`src/hw/isa_pkg.sv`:
```
`default_nettype none

package isa_pkg;

    typedef logic [31:0] word_t;
    typedef logic [4:0] reg_idx_t;

    typedef enum logic [2:0] {
        op_nop,
        op_add,
        op_sub,
        op_addi,
        op_ld,
        op_st
    } op_e;

    localparam word_t reset_pc = 32'h1c000000;
    localparam word_t pc_step = 32'd4;

    // register number fields
    localparam int rd_lsb = 0;
    localparam int rj_lsb = 5;
    localparam int rk_lsb = 10;

    // si12 immediate
    localparam int imm_lsb = 10;
    localparam int imm_width = 12;

    // 3r ops match instr[31:15], 2ri12 ops match instr[31:22]
    localparam int op_3r_lsb = 15;
    localparam int op_2ri12_lsb = 22;
    localparam logic [16:0] opc_add_w = 17'h00020;
    localparam logic [16:0] opc_sub_w = 17'h00022;
    localparam logic [9:0] opc_addi_w = 10'h00a;
    localparam logic [9:0] opc_ld_w = 10'h0a2;
    localparam logic [9:0] opc_st_w = 10'h0a6;

    localparam logic [1:0] word_size = 2'd2;
    localparam logic [3:0] full_strobe = 4'b1111;

endpackage

`default_nettype wire

```
`src/hw/pipe_pkg.sv`:
```
`default_nettype none

package pipe_pkg;

    import isa_pkg::*;

    typedef struct packed {
        logic       req;
        logic       wr;
        logic [1:0] size;
        word_t      addr;
        logic [3:0] wstrb;
        word_t      wdata;
    } sram_req_t;

    typedef struct packed {
        logic  addr_ok;
        logic  data_ok;
        word_t rdata;
    } sram_rsp_t;

    typedef struct packed {
        word_t pc;
        word_t instr;
    } id_payload_t;

    typedef struct packed {
        op_e      op;
        reg_idx_t rd;
        word_t    rj_val;
        word_t    rk_val;
        word_t    imm;
        word_t    pc;
    } ex_payload_t;

    typedef struct packed {
        op_e      op;
        reg_idx_t rd;
        word_t    alu_res;
        word_t    pc;
    } mem_payload_t;

    // result is the alu value or the loaded word
    typedef struct packed {
        op_e      op;
        reg_idx_t rd;
        word_t    result;
        word_t    pc;
    } wb_payload_t;

    typedef struct packed {
        logic       valid;
        word_t      pc;
        logic [3:0] rf_wen;
        reg_idx_t   rf_wnum;
        word_t      rf_wdata;
    } trace_t;

    function automatic logic writes_reg(op_e op);
        return op inside {op_add, op_sub, op_addi, op_ld};
    endfunction

endpackage

`default_nettype wire

```
`src/hw/pipe_stage.sv`:
```
`default_nettype none

module pipe_stage #(
    parameter type payload_t = logic
) (
    input  logic     aclk,
    input  logic     rst_n,
    input  logic     valid_in,
    input  payload_t data_in,
    input  logic     ready_go,
    input  logic     allow_in,
    output logic     allow_out,
    output logic     valid_out,
    output payload_t data_out
);

    logic     valid_q;
    payload_t data_q;

    // empty, or the held item leaves this cycle
    assign allow_out = !valid_q || (ready_go && allow_in);

    always_ff @(posedge aclk or negedge rst_n) begin
        if (!rst_n) begin
            valid_q <= 1'b0;
        end else if (allow_out) begin
            valid_q <= valid_in;
        end
    end

    always_ff @(posedge aclk) begin
        if (allow_out && valid_in) begin
            data_q <= data_in;
        end
    end

    assign valid_out = valid_q;
    assign data_out = data_q;

endmodule

`default_nettype wire

```
`src/hw/reg_file.sv`:
```
`default_nettype none

module reg_file (
    input  logic        aclk,
    input  logic        rst_n,
    input  logic [4:0]  rj,
    input  logic [4:0]  rk,
    output logic [31:0] rj_val,
    output logic [31:0] rk_val,
    input  logic [4:0]  wnum,
    input  logic        wen,
    input  logic [31:0] wdata
);

    logic [31:0] regs [32];
    logic        wr_live;

    // r0 is never written so it keeps its reset zero
    assign wr_live = wen && (wnum != 5'd0);

    always_ff @(posedge aclk or negedge rst_n) begin
        if (!rst_n) begin
            for (int i = 0; i < 32; i++) begin
                regs[i] <= '0;
            end
        end else if (wr_live) begin
            regs[wnum] <= wdata;
        end
    end

    // same-cycle write shows through
    assign rj_val = (wr_live && wnum == rj) ? wdata : regs[rj];
    assign rk_val = (wr_live && wnum == rk) ? wdata : regs[rk];

endmodule

`default_nettype wire

```
`src/hw/fetch_unit.sv`:
```
`default_nettype none

module fetch_unit
    import isa_pkg::*;
    import pipe_pkg::*;
(
    input  logic      aclk,
    input  logic      rst_n,
    output sram_req_t inst_req,
    input  sram_rsp_t inst_rsp,
    input  word_t     stage_pc,
    input  logic      stage_allow,
    output logic      issue_valid,
    output word_t     issue_pc,
    output logic      fetch_ready,
    output word_t     instr
);

    logic  running;
    logic  started;
    logic  buf_valid;
    word_t buf_instr;

    always_ff @(posedge aclk or negedge rst_n) begin
        if (!rst_n) begin
            running <= 1'b0;
            started <= 1'b0;
        end else begin
            running <= 1'b1;
            if (issue_valid) begin
                started <= 1'b1;
            end
        end
    end

    // if_stage keeps the last accepted pc even after it drains
    assign issue_pc = started ? stage_pc + pc_step : reset_pc;

    assign inst_req.req = running && stage_allow;
    assign inst_req.wr = 1'b0;
    assign inst_req.size = word_size;
    assign inst_req.addr = issue_pc;
    assign inst_req.wstrb = full_strobe;
    assign inst_req.wdata = '0;

    assign issue_valid = inst_req.req && inst_rsp.addr_ok;

    // park the word while decode is stalled
    always_ff @(posedge aclk or negedge rst_n) begin
        if (!rst_n) begin
            buf_valid <= 1'b0;
        end else if (inst_rsp.data_ok && !stage_allow) begin
            buf_valid <= 1'b1;
        end else if (stage_allow) begin
            buf_valid <= 1'b0;
        end
    end

    always_ff @(posedge aclk) begin
        if (inst_rsp.data_ok && !stage_allow) begin
            buf_instr <= inst_rsp.rdata;
        end
    end

    // only the item held in if_stage can have data back
    assign fetch_ready = inst_rsp.data_ok || buf_valid;
    assign instr = buf_valid ? buf_instr : inst_rsp.rdata;

    a_req_held: assert property (@(posedge aclk) disable iff (!rst_n)
        inst_req.req && !inst_rsp.addr_ok |=> inst_req.req && $stable(inst_req.addr));

endmodule

`default_nettype wire

```
`src/hw/decode_unit.sv`:
```
`default_nettype none

module decode_unit
    import isa_pkg::*;
    import pipe_pkg::*;
(
    input  logic        aclk,
    input  logic        rst_n,
    input  id_payload_t instr_in,
    input  logic        id_valid,
    input  reg_idx_t    ex_rd,
    input  logic        ex_wr,
    input  reg_idx_t    mem_rd,
    input  logic        mem_wr,
    input  reg_idx_t    rf_wnum,
    input  logic        rf_wen,
    input  word_t       rf_wdata,
    output logic        decode_ready,
    output ex_payload_t ex_out
);

    word_t    instr;
    op_e      op;
    reg_idx_t rd_idx;
    reg_idx_t rj_idx;
    reg_idx_t src2_idx;
    word_t    imm;
    word_t    rj_val;
    word_t    src2_val;
    logic     reads_src2;
    logic     rj_hazard;
    logic     src2_hazard;

    assign instr = instr_in.instr;

    always_comb begin
        if (instr[31:op_3r_lsb] == opc_add_w) begin
            op = op_add;
        end else if (instr[31:op_3r_lsb] == opc_sub_w) begin
            op = op_sub;
        end else if (instr[31:op_2ri12_lsb] == opc_addi_w) begin
            op = op_addi;
        end else if (instr[31:op_2ri12_lsb] == opc_ld_w) begin
            op = op_ld;
        end else if (instr[31:op_2ri12_lsb] == opc_st_w) begin
            op = op_st;
        end else begin
            op = op_nop;
        end
    end

    assign rd_idx = instr[rd_lsb +: $bits(reg_idx_t)];
    assign rj_idx = instr[rj_lsb +: $bits(reg_idx_t)];
    // st.w reads its store data from rd
    assign src2_idx = (op == op_st) ? rd_idx : instr[rk_lsb +: $bits(reg_idx_t)];
    assign imm = {{($bits(word_t) - imm_width){instr[imm_lsb + imm_width - 1]}},
                  instr[imm_lsb +: imm_width]};

    reg_file i_rf (
        .aclk(aclk), .rst_n(rst_n),
        .rj(rj_idx),
        .rk(src2_idx),
        .rj_val(rj_val),
        .rk_val(src2_val),
        .wnum(rf_wnum),
        .wen(rf_wen),
        .wdata(rf_wdata)
    );

    // ex_rd and mem_rd are zero for ops that do not write
    assign reads_src2 = (op == op_add) || (op == op_sub) || (op == op_st);
    assign rj_hazard = (op != op_nop) && (rj_idx != '0)
                       && ((ex_wr && ex_rd == rj_idx) || (mem_wr && mem_rd == rj_idx));
    assign src2_hazard = reads_src2 && (src2_idx != '0)
                         && ((ex_wr && ex_rd == src2_idx) || (mem_wr && mem_rd == src2_idx));

    assign decode_ready = id_valid && !rj_hazard && !src2_hazard;

    assign ex_out = '{
        op:     op,
        rd:     writes_reg(op) ? rd_idx : '0,
        rj_val: rj_val,
        rk_val: src2_val,
        imm:    imm,
        pc:     instr_in.pc
    };

endmodule

`default_nettype wire

```
`src/hw/exec_unit.sv`:
```
`default_nettype none

module exec_unit
    import isa_pkg::*;
    import pipe_pkg::*;
(
    input  ex_payload_t  ex_in,
    input  logic         ex_valid,
    input  logic         mem_allow,
    output sram_req_t    data_req,
    input  logic         data_rsp_addr_ok,
    output logic         exec_ready,
    output mem_payload_t mem_out
);

    word_t src2;
    word_t alu_res;
    logic  is_mem;

    assign src2 = (ex_in.op == op_add || ex_in.op == op_sub) ? ex_in.rk_val : ex_in.imm;
    assign alu_res = (ex_in.op == op_sub) ? ex_in.rj_val - src2 : ex_in.rj_val + src2;

    assign is_mem = ex_in.op inside {op_ld, op_st};

    // issue only when mem_stage can take the item on acceptance
    assign data_req.req = ex_valid && is_mem && mem_allow;
    assign data_req.wr = (ex_in.op == op_st);
    assign data_req.size = word_size;
    assign data_req.addr = alu_res;
    assign data_req.wstrb = full_strobe;
    assign data_req.wdata = ex_in.rk_val;

    assign exec_ready = ex_valid && (!is_mem || (data_req.req && data_rsp_addr_ok));

    assign mem_out = '{
        op:      ex_in.op,
        rd:      ex_in.rd,
        alu_res: alu_res,
        pc:      ex_in.pc
    };

endmodule

`default_nettype wire

```
`src/hw/writeback_unit.sv`:
```
`default_nettype none

module writeback_unit
    import isa_pkg::*;
    import pipe_pkg::*;
(
    input  logic         aclk,
    input  logic         rst_n,
    input  mem_payload_t mem_in,
    input  logic         mem_valid,
    input  logic         data_ok,
    input  word_t        rdata,
    output logic         mem_ready,
    output logic         rf_wen,
    output reg_idx_t     rf_wnum,
    output word_t        rf_wdata,
    output trace_t       trace
);

    logic        mem_is_mem;
    logic        buf_valid;
    word_t       buf_data;
    word_t       ld_data;
    logic        wb_valid;
    wb_payload_t wb_q;

    assign mem_is_mem = mem_in.op inside {op_ld, op_st};
    assign mem_ready = mem_valid && (!mem_is_mem || data_ok || buf_valid);

    // data back before its item is seen here
    always_ff @(posedge aclk or negedge rst_n) begin
        if (!rst_n) begin
            buf_valid <= 1'b0;
        end else if (data_ok && !mem_ready) begin
            buf_valid <= 1'b1;
        end else if (mem_ready) begin
            buf_valid <= 1'b0;
        end
    end

    always_ff @(posedge aclk) begin
        if (data_ok && !mem_ready) begin
            buf_data <= rdata;
        end
    end

    assign ld_data = buf_valid ? buf_data : rdata;

    always_ff @(posedge aclk or negedge rst_n) begin
        if (!rst_n) begin
            wb_valid <= 1'b0;
        end else begin
            wb_valid <= mem_ready;
        end
    end

    always_ff @(posedge aclk) begin
        if (mem_ready) begin
            wb_q <= '{
                op:     mem_in.op,
                rd:     mem_in.rd,
                result: (mem_in.op == op_ld) ? ld_data : mem_in.alu_res,
                pc:     mem_in.pc
            };
        end
    end

    assign rf_wen = wb_valid && writes_reg(wb_q.op) && (wb_q.rd != '0);
    assign rf_wnum = wb_q.rd;
    assign rf_wdata = wb_q.result;

    assign trace = '{
        valid:    wb_valid,
        pc:       wb_q.pc,
        rf_wen:   rf_wen ? full_strobe : 4'b0000,
        rf_wnum:  wb_q.rd,
        rf_wdata: wb_q.result
    };

    a_data_ok_expected: assert property (@(posedge aclk) disable iff (!rst_n)
        data_ok |-> mem_valid && mem_is_mem && !buf_valid);

endmodule

`default_nettype wire

```
`src/hw/cpu_core.sv`:
```
`default_nettype none

module cpu_core
    import isa_pkg::*;
    import pipe_pkg::*;
(
    input  logic      aclk,
    input  logic      rst_n,
    output sram_req_t inst_req,
    input  sram_rsp_t inst_rsp,
    output sram_req_t data_req,
    input  sram_rsp_t data_rsp,
    output trace_t    trace
);

    logic         fetch_issue;
    word_t        fetch_pc;
    logic         fetch_ready;
    word_t        fetch_instr;
    logic         if_allow;
    word_t        if_pc;
    id_payload_t  id_in;
    logic         id_allow;
    logic         id_valid;
    id_payload_t  id_q;
    logic         decode_ready;
    ex_payload_t  ex_in;
    logic         ex_allow;
    logic         ex_valid;
    ex_payload_t  ex_q;
    logic         exec_ready;
    mem_payload_t mem_in;
    logic         mem_allow;
    logic         mem_valid;
    mem_payload_t mem_q;
    logic         mem_ready;
    logic         rf_wen;
    reg_idx_t     rf_wnum;
    word_t        rf_wdata;

    fetch_unit i_fetch (
        .aclk(aclk), .rst_n(rst_n),
        .inst_req(inst_req),
        .inst_rsp(inst_rsp),
        .stage_pc(if_pc),
        .stage_allow(if_allow),
        .issue_valid(fetch_issue),
        .issue_pc(fetch_pc),
        .fetch_ready(fetch_ready),
        .instr(fetch_instr)
    );

    // fetch_ready is only high for the item held in if_stage
    pipe_stage #(.payload_t(word_t)) if_stage (
        .aclk(aclk), .rst_n(rst_n),
        .valid_in(fetch_issue),
        .data_in(fetch_pc),
        .ready_go(fetch_ready),
        .allow_in(id_allow),
        .allow_out(if_allow),
        .valid_out(),
        .data_out(if_pc)
    );

    assign id_in = '{pc: if_pc, instr: fetch_instr};

    pipe_stage #(.payload_t(id_payload_t)) id_stage (
        .aclk(aclk), .rst_n(rst_n),
        .valid_in(fetch_ready),
        .data_in(id_in),
        .ready_go(decode_ready),
        .allow_in(ex_allow),
        .allow_out(id_allow),
        .valid_out(id_valid),
        .data_out(id_q)
    );

    decode_unit i_decode (
        .aclk(aclk), .rst_n(rst_n),
        .instr_in(id_q),
        .id_valid(id_valid),
        .ex_rd(ex_q.rd),
        .ex_wr(ex_valid),
        .mem_rd(mem_q.rd),
        .mem_wr(mem_valid),
        .rf_wnum(rf_wnum),
        .rf_wen(rf_wen),
        .rf_wdata(rf_wdata),
        .decode_ready(decode_ready),
        .ex_out(ex_in)
    );

    pipe_stage #(.payload_t(ex_payload_t)) ex_stage (
        .aclk(aclk), .rst_n(rst_n),
        .valid_in(decode_ready),
        .data_in(ex_in),
        .ready_go(exec_ready),
        .allow_in(mem_allow),
        .allow_out(ex_allow),
        .valid_out(ex_valid),
        .data_out(ex_q)
    );

    exec_unit i_exec (
        .ex_in(ex_q),
        .ex_valid(ex_valid),
        .mem_allow(mem_allow),
        .data_req(data_req),
        .data_rsp_addr_ok(data_rsp.addr_ok),
        .exec_ready(exec_ready),
        .mem_out(mem_in)
    );

    // writeback takes an item every cycle
    pipe_stage #(.payload_t(mem_payload_t)) mem_stage (
        .aclk(aclk), .rst_n(rst_n),
        .valid_in(exec_ready),
        .data_in(mem_in),
        .ready_go(mem_ready),
        .allow_in(1'b1),
        .allow_out(mem_allow),
        .valid_out(mem_valid),
        .data_out(mem_q)
    );

    writeback_unit i_writeback (
        .aclk(aclk), .rst_n(rst_n),
        .mem_in(mem_q),
        .mem_valid(mem_valid),
        .data_ok(data_rsp.data_ok),
        .rdata(data_rsp.rdata),
        .mem_ready(mem_ready),
        .rf_wen(rf_wen),
        .rf_wnum(rf_wnum),
        .rf_wdata(rf_wdata),
        .trace(trace)
    );

endmodule

`default_nettype wire

```
`config.mk`:
```
export PLATFORM = sky130hd
export DESIGN_NAME = cpu_core
export DESIGN_NICKNAME = d
export VERILOG_FILES = /design/src/hw/isa_pkg.sv /design/src/hw/pipe_pkg.sv /design/src/hw/pipe_stage.sv /design/src/hw/reg_file.sv /design/src/hw/fetch_unit.sv /design/src/hw/decode_unit.sv /design/src/hw/exec_unit.sv /design/src/hw/writeback_unit.sv /design/src/hw/cpu_core.sv
export SDC_FILE = /design/constraint.sdc
export NUM_CORES = 2
export LEC_CHECK = 0
export ABC_CLOCK_PERIOD_IN_PS = 6500
export BUFFER_PORTS_ARGS = -buffer_cell sky130_fd_sc_hd__buf_2
export CELL_PAD_IN_SITES_DETAIL_PLACEMENT = 1
export CELL_PAD_IN_SITES_GLOBAL_PLACEMENT = 1
export CORE_AREA = 2 2 417 522
export CTS_CLUSTER_SIZE = 20
export DETAILED_ROUTE_END_ITERATION = 12
export DIE_AREA = 0 0 419 524
export GPL_TIMING_DRIVEN = 0
export PLACE_DENSITY = 0.71
export SETUP_SLACK_MARGIN = 0.1
export SYNTH_ARGS = -nofsm -noshare
export SYNTH_HDL_FRONTEND = slang
export SYNTH_SLANG_ARGS = --single-unit
```
`constraint.sdc`:
```
create_clock -name aclk -period 6.5 [get_ports aclk]
set_input_delay 1.3 -clock aclk [delete_from_list [all_inputs] [get_ports aclk]]
set_output_delay 1.3 -clock aclk [all_outputs]
set_load 0.01 [all_outputs]
```
==> qor.csv <==
stage,metric,value,unit
outcome,outcome,finished with violations,
outcome,failing checks,"max-capacitance violations, max-slew violations, negative setup slack",
logic_synthesis,mapped cell area,0.0747,mm^2
sta,Final setup viols,5,
cells_and_area,Storage cell area,0.0385,mm^2
logic_synthesis,"Distinct cells, synth",72,
floorplanning,Die Y-Extent,524,um
detailed_routing,Total Wirelength,319000,um
grt,largest net degree at the start of global routing,156,
logic_synthesis,cell taking the most area after synthesis,dfrtp_1,
clocking,clock buffer depth,3,
logic_synthesis,Syn. warnings,0,
logic_synthesis,post-synthesis simple-gate area fraction,4.28,%
logic_synthesis,Synth Register Bits,1453,
clocking,Root Buffer,clkbuf_16,
cells_and_area,FILL cells,22600,
critical_path,R2R Setup Slk,0.77,ns
placement,DP HPWL,228000,um
logic_synthesis,average size of a mapped cell,12.6,um^2
clocking,clock slew at reported path FFs,0.06,ns
logic_synthesis,Area contributors post-synth,"dfrtp_1 35%, mux2_2 17%, edfxtp_1 17%, mux4_2 5.8%, mux2i_1 4.9%",
critical_path,Startpoint Class,register,
critical_path,CP Data Arrival Time,5.39,ns
critical_path,critical path class,reg -> out,
logic_synthesis,Compound-Gate Fraction of Synth Area,10.1,%
grt,GRT Util Overall,28.6,%
clocking,CTS buffer count,152,
critical_path,crit-path max FO,4,
cells_and_area,Syn-to-layout area delta,16.4,%
sta,Max transition margin,-7.30,%
detailed_routing,drt first-iter violations,5676,
logic_synthesis,xor/xnor share of the synthesized area,1.28,%
detailed_routing,DRC Markers,0,
power_and_ir_drop,Leak,36.8,nW
sta,Max Freq,0.149,GHz
grt,initial antenna violation count,47,
critical_path,"slowest stage cell, crit path",edfxtp_1,
critical_path,CP most frequent cell,a21oi_2,
sta,period utilization,103,%
placement,Placer Congestion,1.00,
critical_path,Crit. End Element,primary output,
detailed_routing,DRT Pass-1 Iters,5,
sta,RSZ-0062 raised after global routing,yes,
floorplanning,Starting Density,34.9,%
detailed_routing,via count,56600,
clocking,TritonCTS Sinks,1453,
sta,final hold vios,0,
detailed_routing,Antenna Violating Nets Remaining,0,
logic_synthesis,Synth Area in Adders,0.579,%
clocking,htree depth,4,
sta,pin slew with the least headroom to its limit,1.60,ns
sta,Final Skew,0.0699,ns
cells_and_area,Final nets,6541,
critical_path,cells along the critical path,xor2_4 -> nand2_4 -> buf_12 -> mux2i_4 -> ha_2 -> a21boi_4 -> o2111a_2 -> a21oi_2 -> xor2_1 -> a21oi_2 -> ha_1 -> and2_4 -> a21o_1 -> a221oi_4 -> o21a_1 -> a31oi_4 -> a311o_1 -> a21oi_2 -> xnor2_2 -> buf_2,
placement,Port Buffers,242,
grt,vias in the first global route,59700,
critical_path,"Buf+Inv Stages, Crit Path",2,
critical_path,crit-path max cell delay,0.53,ns
detailed_routing,wire per inst,33.7,um
cells_and_area,layout cells sized above 1,34.6,%
floorplanning,number of I/O pins,288,
power_and_ir_drop,Max VDD drop,0.348,mV
logic_synthesis,top cell type's share of synthesized area,34.6,%
logic_synthesis,Post-synth EDFFs,420,
logic_synthesis,post-synthesis mux area share,27.6,%
logic_synthesis,ys flop type,dfrtp_1,
logic_synthesis,main combinational cell family by area after synthesis,multiplexers,
sta,final count of pins violating max slew,7,
grt,first-pass GRT wire length,445000,um
floorplanning,die area,0.220,mm^2
floorplanning,Chip Width,419,um
power_and_ir_drop,pwr dens,636,mW/mm^2
grt,GRT overflow,0,
clocking,CTS tree,yes,
logic_synthesis,synthesized instance count,5915,
job,Max Cap Violations,3,
sta,min Tclk post-route,6.69,ns
floorplanning,Rows,190,
placement,pre-CTS setup slack,-1.42,ns
floorplanning,Core Box Area,0.214,mm^2
cells_and_area,Multi-input gate area,0.0337,mm^2
logic_synthesis,sequential element share of the synthesized area,51.5,%
critical_path,WP data required,5.20,ns
clocking,Clock Latency Late Sink,0.88,ns
sta,Setup WS post-layout,-0.191,ns
sta,Hold WS,0.390,ns
logic_synthesis,"FFs w/ async S/R, synth",71.1,%
detailed_routing,vias per cell,5.98,
worst_hold_path,HP Class,in -> async,
critical_path,"delay-heaviest family, CP",compound AO/OA/AOI/OAI gates,
per-stage QoR:
stage          power [W]  area, um^2  std cells  setup TNS (ns)  utilization, %
2_1_floorplan     0.0317       74900       5959               0               -
3_3_place_gp      0.0423       79700       9081               -            37.2
3_5_place_dp      0.0433       80400       9111           -7.90            37.5
4_1_cts           0.0536       86400       9410          -0.647            40.3
5_1_grt           0.0571       86900       9446           -2.20            40.6
6_report          0.0553       87000       9465          -0.505            40.6
synth_stat cells, drive strengths merged, types with 3 or more instances:
master and instances:
and4 8, mux4 192, nor3 52, and3 17
or3 9, a21o 22, nor4b 6, o22ai 63
a21boi 6, and2 38, o21a 7, edfxtp 420
mux2 1123, nand4 14, nand3b 3, a22oi 228
ha 33, or2 6, a211oi 7, buf 337
xor2 54, clkbuf 353, a21oi 576, o21bai 6
o221ai 126, or4 7, a31oi 7, nor2b 17
mux2i 366, nand3 27, nand2 348, inv 21
dfrtp 1033, a41o 3, a2111oi 5, o21ai 122
o211ai 8, xnor2 54, o31ai 12, nor2 127
nand2b 8, nor4 13, a221oi 4
path summary, 6_finish.rpt:
| path | from | end | cells after the start |
|---|---|---|---|
| min in group aclk | mem_stage.data_out[25] | i_writeback.trace[66] | 0 |
| hold reg to reg | mem_stage.data_out[25] | i_writeback.trace[66] | 0 |
| setup reg to reg | id_stage.data_out[31] | ex_stage.data_out[78] | 10 |
| setup / recovery | ex_stage.data_out[134] | data_req[63] | 20 |
| hold / removal | rst_n | i_decode.i_rf.regs[70] | 1 |
| max in group asynchronous | rst_n | i_decode.i_rf.regs[792] | 4 |
area by class of cell:
type / instances / share of cell area, %
antenna: 28 / 0.0805
buffer: 690 / 3.95
clock buffer: 212 / 4.98
clock inverter: 62 / 1.24
inverter: 22 / 0.102
multi-input combinational: 3794 / 38.7
sequential: 1453 / 44.2
tap: 2880 / 4.14
timing repair buffer: 324 / 2.60
cells by family after synthesis:
| group | Yosys count |
|---|---|
| buffers and inverters | 712 |
| other | 2 |
| AND/OR/NAND/NOR | 705 |
| flip-flops | 1453 |
| adder cells (fa/ha/maj) | 34 |
| AO/OA/AOI/OAI | 1220 |
| multiplexers | 1681 |
| XOR/XNOR | 108 |
layer usage:
metal,track usage (%),vias up,part of all wire [%]
met5,0.0652,-,0.084
met2,44.7,2868,46
met3,8.00,1107,8.2
met1,31.7,29500,35
li1,-,23000,-
met4,25.8,42,11
report_power, final:
group | total, W | switching (W) | internal [W]
Sequential | 0.0176 | 0.00350 | 0.0141
Clock | 0.00957 | 0.00408 | 0.00548
Combinational | 0.0281 | 0.0174 | 0.0107
sequential cells by signal, indices dropped and copies added, names as in the netlist, 32 cells and up:
name and count:
i_writeback.rf_wdata 32, mem_stage.data_out 72, if_stage.data_out 32, i_writeback.buf_data 32, id_stage.data_out 64, i_fetch.buf_instr 32, ex_stage.data_out 116, i_decode.i_rf.regs 1024
i_writeback.trace 32
timing repair:
action / CTS / global route
gates resized for setup: 88 / 65
hold buffers: 0 / 0
endpoints found under the setup margin: 31 / 17
pin swaps: 27 / 34
setup buffers: 25 / 22
gates cloned: 0 / 0
layout by cell type (no fill, tap or decap), types with 46 or more instances in the layout:
cell       count
mux2i_1      364
clkbuf_1     373
nor2_1       113
nand2_1      345
o21ai_0      109
buf_4        209
dfrtp_1     1033
buf_2        326
xor2_1        53
clkbuf_16    153
a22oi_1      228
buf_1         78
mux2_2      1121
conb_1        46
a21oi_1      555
o221ai_1     126
mux4_2       192
o22ai_1       62
edfxtp_1     420
(Power assumes the default switching activity.)
